`src/design/enable_gen_pkg.sv`:
```
// ======================================================================
// Enable generator shared definitions
// Bus and data widths, register map, bus request and response
// structs, configuration and count words, control FSM states
// ======================================================================

package enable_gen_pkg;

    // Widths with a meaning of their own
    typedef logic [31:0] bus_addr_t;
    typedef logic [31:0] bus_data_t;
    typedef logic [31:0] count_t;

    localparam int CHANNEL_COUNT = 3;

    typedef logic [CHANNEL_COUNT-1:0] enable_vec_t;

    // Register map, byte offsets from BASE_ADDRESS
    localparam bus_addr_t BASE_ADDRESS    = 32'h0000_0100;
    localparam bus_addr_t REG_RUN         = 32'h0000_0000;
    localparam bus_addr_t REG_PERIOD      = 32'h0000_0004;
    localparam bus_addr_t REG_THRESHOLD_0 = 32'h0000_0008;
    // Spacing between consecutive threshold registers
    localparam bus_addr_t REG_STRIDE      = 32'h0000_0004;

    // Host to register stage
    typedef struct packed {
        bus_addr_t address;
        bus_data_t write_data;
        logic      write_strobe;
        logic      read_strobe;
    } bus_req_t;

    // Register stage back to host
    typedef struct packed {
        bus_data_t read_data;
        logic      read_valid;
        logic      ready;
    } bus_rsp_t;

    typedef struct packed {
        logic                         run;
        count_t                       period;
        count_t [CHANNEL_COUNT-1:0]   threshold;
    } gen_config_t;

    typedef struct packed {
        count_t value;
        logic   running;
    } count_word_t;

    typedef enum logic {
        CTRL_IDLE,
        CTRL_ACT
    } ctrl_state_t;

endpackage

```
`src/design/enable_gen_compare.sv`:
```
// ======================================================================
// Enable generator compare stage
// One comparator per channel; a match of the running count against
// the channel threshold gives a registered one-cycle enable pulse
// ======================================================================
`timescale 1ns/1ps

module enable_gen_compare (
    input  logic                        clock,
    input  logic                        reset,
    input  enable_gen_pkg::gen_config_t gen_config,
    input  enable_gen_pkg::count_word_t count,
    output enable_gen_pkg::enable_vec_t enable_out
);
    import enable_gen_pkg::*;

    enable_vec_t match;

    // Equality per channel, only while the count is live
    always_comb begin
        match = '0;
        for (int n = 0; n < CHANNEL_COUNT; n++) begin
            if (count.running && count.value == gen_config.threshold[n]) begin
                match[n] = 1'b1;
            end
        end
    end

    // A threshold above the period is never reached, so that
    // channel stays quiet
    always_ff @(posedge clock) begin
        if (!reset) begin
            enable_out <= '0;
        end else begin
            enable_out <= match;
        end
    end

endmodule

```
`src/design/enable_gen_counter.sv`:
```
// ======================================================================
// Enable generator count stage
// Sweeps from zero to the period and wraps, while the run bit or
// the external enable is high; cleared otherwise
// ======================================================================
`timescale 1ns/1ps

module enable_gen_counter (
    input  logic                        clock,
    input  logic                        reset,
    input  logic                        gen_enable_in,
    input  enable_gen_pkg::gen_config_t gen_config,
    output enable_gen_pkg::count_word_t count
);
    import enable_gen_pkg::*;

    logic   enabled;
    count_t next_value;

    assign enabled = gen_config.run | gen_enable_in;

    // Wrap also covers a period lowered below the current value
    assign next_value = (count.value >= gen_config.period) ? '0 : count.value + 1'b1;

    always_ff @(posedge clock) begin
        if (!reset) begin
            count.value   <= '0;
            count.running <= 1'b0;
        end else if (enabled) begin
            count.running <= 1'b1;
            // First enabled cycle holds zero, then the sweep starts
            if (count.running) begin
                count.value <= next_value;
            end else begin
                count.value <= '0;
            end
        end else begin
            count.value   <= '0;
            count.running <= 1'b0;
        end
    end

endmodule

```
`src/design/enable_gen_regs.sv`:
```
// ======================================================================
// Enable generator register stage
// Strobe bus slave holding run, period and threshold registers.
// Writes are latched, then applied in the act state; reads are
// answered from the same registers one edge after the strobe.
// ======================================================================
`timescale 1ns/1ps

module enable_gen_regs (
    input  logic                        clock,
    input  logic                        reset,
    input  enable_gen_pkg::bus_req_t    bus_req,
    output enable_gen_pkg::bus_rsp_t    bus_rsp,
    output enable_gen_pkg::gen_config_t gen_config
);
    import enable_gen_pkg::*;

    ctrl_state_t state;
    logic        act_done;
    logic        ready_q;
    logic        read_valid_q;
    bus_data_t   read_data_q;
    bus_addr_t   latched_address;
    bus_data_t   latched_data;
    bus_addr_t   write_offset;
    bus_addr_t   read_offset;
    gen_config_t config_q;

    // Readback mux, unmapped offsets give zero
    function automatic bus_data_t read_reg(input bus_addr_t offset, input gen_config_t cfg);
        bus_data_t value;
        value = '0;
        if (offset == REG_RUN) begin
            value[0] = cfg.run;
        end else if (offset == REG_PERIOD) begin
            value = cfg.period;
        end
        for (int n = 0; n < CHANNEL_COUNT; n++) begin
            if (offset == REG_THRESHOLD_0 + REG_STRIDE * bus_addr_t'(n)) begin
                value = cfg.threshold[n];
            end
        end
        return value;
    endfunction

    assign write_offset = latched_address - BASE_ADDRESS;
    assign read_offset  = bus_req.address - BASE_ADDRESS;

    // Shadow copy of a write, taken only while idle
    always_ff @(posedge clock) begin
        if (state == CTRL_IDLE && bus_req.write_strobe) begin
            latched_address <= bus_req.address;
            latched_data    <= bus_req.write_data;
        end
    end

    always_ff @(posedge clock) begin
        if (!reset) begin
            state        <= CTRL_IDLE;
            act_done     <= 1'b0;
            ready_q      <= 1'b1;
            read_valid_q <= 1'b0;
            read_data_q  <= '0;
            config_q     <= '0;
        end else begin
            // Read pulse lasts a single cycle
            read_valid_q <= 1'b0;
            read_data_q  <= '0;
            case (state)
                CTRL_IDLE: begin
                    act_done <= 1'b0;
                    if (bus_req.read_strobe) begin
                        read_valid_q <= 1'b1;
                        read_data_q  <= read_reg(read_offset, config_q);
                    end
                    if (bus_req.write_strobe) begin
                        ready_q <= 1'b0;
                        state   <= CTRL_ACT;
                    end
                end
                CTRL_ACT: begin
                    if (!act_done) begin
                        // First act cycle updates the addressed register
                        if (write_offset == REG_RUN) begin
                            config_q.run <= latched_data[0];
                        end else if (write_offset == REG_PERIOD) begin
                            config_q.period <= latched_data;
                        end
                        for (int n = 0; n < CHANNEL_COUNT; n++) begin
                            if (write_offset == REG_THRESHOLD_0 + REG_STRIDE * bus_addr_t'(n)) begin
                                config_q.threshold[n] <= latched_data;
                            end
                        end
                        act_done <= 1'b1;
                    end else begin
                        act_done <= 1'b0;
                        ready_q  <= 1'b1;
                        state    <= CTRL_IDLE;
                    end
                end
                default: state <= CTRL_IDLE;
            endcase
        end
    end

    assign bus_rsp.read_data  = read_data_q;
    assign bus_rsp.read_valid = read_valid_q;
    assign bus_rsp.ready      = ready_q;
    assign gen_config         = config_q;

endmodule

```
`src/design/enable_gen_top.sv`:
```
// ======================================================================
// Enable generator top level
// Register stage feeding the count stage and the compare stage;
// brings out the per-channel enable pulses
// ======================================================================
`timescale 1ns/1ps

module enable_gen_top (
    input  logic                        clock,
    input  logic                        reset,
    input  logic                        gen_enable_in,
    input  enable_gen_pkg::bus_req_t    bus_req,
    output enable_gen_pkg::bus_rsp_t    bus_rsp,
    output enable_gen_pkg::enable_vec_t enable_out
);
    import enable_gen_pkg::*;

    gen_config_t gen_config;
    count_word_t count_word;

    enable_gen_regs enable_gen_regs_inst (
        .clock      (clock),
        .reset      (reset),
        .bus_req    (bus_req),
        .bus_rsp    (bus_rsp),
        .gen_config (gen_config)
    );

    enable_gen_counter enable_gen_counter_inst (
        .clock         (clock),
        .reset         (reset),
        .gen_enable_in (gen_enable_in),
        .gen_config    (gen_config),
        .count         (count_word)
    );

    // Thresholds come straight from the register stage
    enable_gen_compare enable_gen_compare_inst (
        .clock      (clock),
        .reset      (reset),
        .gen_config (gen_config),
        .count      (count_word),
        .enable_out (enable_out)
    );

endmodule

```
`config.mk`:
```
export PLATFORM = sky130hd
export DESIGN_NAME = enable_gen_top
export DESIGN_NICKNAME = d
export VERILOG_FILES = /design/src/design/enable_gen_pkg.sv /design/src/design/enable_gen_compare.sv /design/src/design/enable_gen_counter.sv /design/src/design/enable_gen_regs.sv /design/src/design/enable_gen_top.sv
export SDC_FILE = /design/constraint.sdc
export NUM_CORES = 1
export LEC_CHECK = 0
export BUFFER_PORTS_ARGS = -buffer_cell sky130_fd_sc_hd__buf_4
export CAP_MARGIN = 5
export CORE_ASPECT_RATIO = 0.5
export CORE_MARGIN = 2
export CORE_UTILIZATION = 38
export DETAILED_ROUTE_END_ITERATION = 10
export PLACE_DENSITY = 0.62
export SLEW_MARGIN = 20
export SYNTH_ARGS = -nofsm -noshare
export SYNTH_HDL_FRONTEND = slang
export SYNTH_SLANG_ARGS = --single-unit
```
`constraint.sdc`:
```
create_clock -name clock -period 9.69 [get_ports clock]
set_clock_uncertainty 0.05 [all_clocks]
set_input_delay 1.4535 -clock clock [delete_from_list [all_inputs] [get_ports clock]]
set_output_delay 1.4535 -clock clock [all_outputs]
set_load 0.03 [all_outputs]
```
Word level (Yosys, flattened, before mapping). Index checks and enable logic that the tools add are counted.

Word-level logic and storage cells: 73. Register bits after elaboration: 265. Output and inout port bits: 37. Bits of input ports: 69.

Bitwise gates (word level): 8. Equal/unequal tests: 13. Magnitude comparators: 1. Add/subtract/negate cells: 3. Reductions and logical operators: 15. Muxes and demuxes: 18.

Operators by type and width (count): $eq A32 B4 Y1 const B (4); $mux W32 (4); $eq A32 B32 Y1 (3); $eq A32 B3 Y1 const B (2); $eq A32 B5 Y1 const B (2); $logic_not A32 Y1 (2); $sub A32 B9 Y32 const B (2); $add A32 B1 Y32 const B (1); $ge A32 B32 Y1 (1); $mux W31 (1); $reduce_and A3 Y1 (4); $mux W1 (10); $not A1 Y1 (7); $pmux W1 S2 (3); $logic_and A1 B1 Y1 (4); $ne A2 B2 Y1 const B (2); $reduce_and A4 Y1 (1); $reduce_or A4 Y1 (1); $reduce_or A3 Y1 (1); $reduce_and A2 Y1 (1); $reduce_or A2 Y1 (1); $or A1 B1 Y1 (1).

Logic depth before layout (Yosys ltp).
Depth after elaboration: 7. Gate-level depth with buffers: 10. Gate-level depth less buffers: 8.

Modules after synthesis. Synthesis repeated with hierarchy kept, for this count alone.

Cell total of the unflattened synthesis: 1198. Area total of the unflattened synthesis: 12440.7 um^2.

By module, submodules not included: enable_gen_regs (instances 1, seq. area each 5225.0 um^2, area an instance 8826.0 um^2, cells an instance 789); enable_gen_counter (instances 1, seq. area each 660.6 um^2, area an instance 2483.6 um^2, cells an instance 272); enable_gen_compare (instances 1, seq. area each 60.1 um^2, area an instance 1131.1 um^2, cells an instance 137).

Worst setup path before layout. OpenSTA, ideal clock, no wires.

Kind: input -> register. From: input bus_req[1] (netlist name). To: register enable_gen_regs_inst.ready_q. Data arrival time: 4638 ps. Buffers on the path: 0. Path slack: 4722 ps. Data required time: 9359 ps. Setup time: 281 ps. Stages on the path: 2. Path through: nor2b_1 -> o21ai_0.

Cells in the longest elaborated chain, start to end: 2.

Ends and longest elaborated chain: start, declared (RTL line enable_gen_top.sv:12) `input enable_gen_pkg::bus_req_t bus_req,`; $ne A2 B2 Y1 (no source line); $reduce_and A2 Y1 (no source line); end signal, assigned (RTL line enable_gen_regs.sv:61) `ready_q <= 1'b1;`; end signal, assigned (RTL line enable_gen_regs.sv:77) `ready_q <= 1'b0;`; end signal, assigned (RTL line enable_gen_regs.sv:97) `ready_q <= 1'b1;`; end, declared (RTL line enable_gen_regs.sv:20) `logic ready_q;`.

No other way between the ends. A chain may end at the register's enable or synchronous reset.

Worst setup path after layout.
From: input bus_req[59] (netlist name). To: register enable_gen_regs_inst.read_data_q[14].

Cells in the longest elaborated chain, start to end: 7. Elaborated cells on any way between the ends: 11. Classes of those cells: 1 x add/sub; 4 x eq/ne; 5 x mux; 1 x reduce/logical.

Ends and longest elaborated chain: $sub A32 B9 Y32 (*) (RTL line enable_gen_regs.sv:47) `assign read_offset = bus_req.address - BASE_ADDRESS;`; $eq A32 B3 Y1 (RTL line enable_gen_regs.sv:35) `end else if (offset == REG_PERIOD) begin`; $mux W32 (RTL line enable_gen_regs.sv:35); $mux W31 (RTL line enable_gen_regs.sv:33) `if (offset == REG_RUN) begin`; $mux W32 (2 in a row) (RTL line enable_gen_regs.sv:39) `if (offset == REG_THRESHOLD_0 + REG_STRIDE * bus_addr_t'(n)) begin`; $mux W32 (*) (RTL line enable_gen_regs.sv:39); end signal, assigned (RTL line enable_gen_regs.sv:74) `read_data_q <= read_reg(read_offset, config_q);`; end, declared (RTL line enable_gen_regs.sv:22) `bus_data_t read_data_q;`.

Every way passes the cells marked *; elsewhere a longest branch is shown, timed or not.

==> reports/qor.yml <==
synth_cell_types: 52
async_flop_share_pct: 0
start_kind: "primary input"
arrival_ps: 4090
cpMostUsedCell: "buf_4"
clockBufferDepth: 3
io_buffers: 105
yosys.area.top_type: "dfxtp_1"
status: "completed"
placedCellCount: 1662
path_max_fanout: 34
grt_pass1_wl_um: 51900
cp-end-kind: "flip-flop"
cts_hold_buf: 0
rsz0062_at_grt: "false"
initial_utilization_pct: 38.9
max-slew-margin-rel_pct: 29.6
final_max_slew_viol_count: 0
ys_top_cells_by_area: "dfxtp_1 (34%), edfxtp_1 (16%), xnor2_1 (6.7%)"
pin_count: 106
crit_path_start: "bus_req[59]"
viasPerCell: 5.31
p_per_area_nw_per_um2: 167
synthCells: 1217
tritoncts: "built"
postCtsSetupBuffers: 0
reg2reg_to: "enable_gen_counter_inst.count[31]"
period_needed_ps: 3670
fin_crit_sh_pct: 37.9
nets: 1369
grtUsageTotal_pct: 20.6
grt_antenna_before_repair: 1
ir_drop_v: 0.000115
hold_ws_ps: 446
fp-row-count: 45
fmax_ghz: 0.272
r2r_setup_slack_ps: 6680
worst_pin_slew_ps: 1050
synth_flop_cell: "dfxtp_1"
drt_iter0_markers: 858
cp_slowest_cell: "and4bb_2"
die_h_um: 129
root_buffer: "clkbuf_16"
cts_buffers: 26
ys_warn_count: 0
synth_seq_cells: 265
grt_overflow: 0
via_count: 9082
drv_cap: 0
antennaDiodeCount: 0
cts.clk_slew.worst_paths_ps: 60
grt_pass1_vias: 9085
synth_nets: 1319
place_congestion: 0.915
synth_edf_count: 64
syn_to_final_growth_pct: 16.1
post_cts_resized: 0
netlist.area_leader.share_pct: 33.9
syn-cell-area_um2: 11900
die-width_um: 254
dp.final_hpwl_um: 22600
ys_seq_area_share_pct: 50.0
numClockSinks: 265
r2r.worst_path.cells: 9
htree_levels: 1
path_class: "primary input to flip-flop"
fin_cells: 1710
avgSynthCellArea_um2: 9.77
coreArea_um2: 30600
tns_ps: 0
setup_violations: 0
final_hold_viol_count: 0
die-area_um2: 32800
cp.required_ps: 10110
drt_first_pass_iters: 5
drtAntennaViolNets: 0
drt_wl_total_um: 33800
cpPeakStageDelay_ps: 1010
grt_max_degree: 130
clock_latency_ps: 540
drc: 0
drive_gt1_share_pct: 13.3
power_leakage_nw: 4.85
cp-endpoint: "enable_gen_regs_inst.read_data_q[14]"
hold_path_class: "flip-flop to flip-flop"
worstPathCellList: "buf_4, nor4_1, nand4_1, or3_1, buf_4, and4bb_2, a22oi_1, o21ai_1"
wire_per_inst_um: 19.8
timing.rr.start: "enable_gen_counter_inst.count[1]"
worst min path at each step:
stage | start | endpoint | slack, ps | cells after the start
floorplan | enable_gen_regs_inst.gen_config[128] | enable_gen_regs_inst.gen_config[128] | 400 | 2
global placement | enable_gen_regs_inst.gen_config[34] | enable_gen_regs_inst.gen_config[34] | 420 | 2
detailed placement | enable_gen_regs_inst.gen_config[34] | enable_gen_regs_inst.gen_config[34] | 430 | 2
CTS | enable_gen_regs_inst.gen_config[34] | enable_gen_regs_inst.gen_config[34] | 440 | 2
global route | enable_gen_regs_inst.gen_config[39] | enable_gen_regs_inst.gen_config[39] | 470 | 2
finish | enable_gen_regs_inst.gen_config[39] | enable_gen_regs_inst.gen_config[39] | 450 | 2
Yosys cell counts, types with 3 or more instances:
| library cell | count |
|---|---|
| mux2i_1 | 32 |
| and2_1 | 3 |
| or3_1 | 3 |
| nor2_1 | 41 |
| dfxtp_1 | 201 |
| and3_1 | 6 |
| clkbuf_1 | 57 |
| edfxtp_1 | 64 |
| nand2_1 | 208 |
| o21ai_0 | 16 |
| nor3_1 | 3 |
| buf_4 | 4 |
| xor2_1 | 36 |
| o21ai_1 | 24 |
| a21boi_1 | 6 |
| nand4_1 | 37 |
| nand3_1 | 23 |
| nor2b_1 | 35 |
| nor4_1 | 26 |
| buf_6 | 3 |
| nor4b_1 | 3 |
| and4_1 | 3 |
| a21boi_0 | 91 |
| inv_1 | 38 |
| buf_2 | 26 |
| ha_1 | 33 |
| a21o_1 | 4 |
| a22oi_1 | 63 |
| nor3_2 | 3 |
| a21oi_1 | 10 |
| xnor2_1 | 91 |
area by class of cell:
type / count / area [um2]
tap: 423 / 529
sequential: 265 / 5950
inverter: 38 / 143
clock inverter: 16 / 193
timing repair buffer: 114 / 860
clock buffer: 32 / 704
multi-input combinational: 822 / 5430
fill: 2866 / 16800
per-layer routing:
layer / vias up / wire length [um] / GRT usage [%]
met5: - / 0 / 0
met4: 0 / 668 / 4.53
met3: 56 / 2460 / 4.02
met2: 309 / 15100 / 33.0
met1: 4423 / 15600 / 28.9
li1: 4294 / - / -
layout by cell type, fill, tap and decap left out, types with 2 or more instances in the layout:
cell type	netlist	final
and2_1	3	2
and4_1	3	3
nand2_1	208	207
inv_1	38	38
a21o_1	4	4
a22oi_1	63	63
nor4b_1	3	3
nand3_1	23	22
a21oi_1	10	10
and3_1	6	5
a21boi_1	6	6
a21boi_0	91	91
clkbuf_1	57	4
nor3_1	3	2
clkbuf_16	0	27
ha_1	33	33
clkinv_1	0	3
xor2_1	36	36
mux2i_1	32	32
clkinv_2	0	3
xnor2_1	91	91
nand4_1	37	37
buf_4	4	113
dfxtp_1	201	201
o21ai_0	16	16
nor2_1	41	41
bufinv_16	0	4
nor4_1	26	26
nor3_2	3	4
o21ai_1	24	24
nor2b_1	35	34
clkinvlp_4	0	5
edfxtp_1	64	64
or3_1	3	3
o21a_1	2	2
through the flow:
step | util [%] | total power (W) | cell area, um2 | setup slack, ps
6_report | 45.1 | 0.00230 | 13800 | 6020
5_1_grt | 45.1 | 0.00237 | 13800 | 5930
4_1_cts | 45.1 | 0.00231 | 13800 | 6090
3_5_place_dp | 42.2 | 0.00126 | 12900 | 5530
3_3_place_gp | 42.2 | 0.00126 | 12900 | 5620
2_1_floorplan | - | 0.00122 | 11900 | 4720
worst max-delay path, delay by kind of cell:
| family | cells | cell delay (ps) |
|---|---|---|
| compound gates | 2 | 300 |
| simple gates | 4 | 1890 |
| buf+inv | 2 | 410 |
power breakdown:
group	switching [W]	leakage [nW]	internal [W]
combinational	0.0000348	2.19	0.0000319
sequential	0.0000153	2.23	0.00116
clock	0.000438	0.422	0.000625
cell families after synthesis:
kind of cell,share of synthesized area (%)
adders and majority gates,3.47
AOI/OAI and AO/OA,13.3
xor gates and xnor gates,9.36
DFF,50.0
and+or+nand+nor,16.3
buffers and inverters,4.70
muxes,2.88
flip-flops by register name, indices dropped and copies added, names as in the netlist:
name                                  flops
enable_gen_regs_inst.state                1
enable_gen_regs_inst.latched_data        32
enable_gen_compare_inst.enable_out        3
enable_gen_regs_inst.act_done             1
enable_gen_regs_inst.ready_q              1
enable_gen_regs_inst.read_data_q         32
enable_gen_regs_inst.read_valid_q         1
enable_gen_regs_inst.latched_address     32
enable_gen_regs_inst.gen_config         129
enable_gen_counter_inst.count            33
No activity file was read; power rests on OpenSTA's default activity.
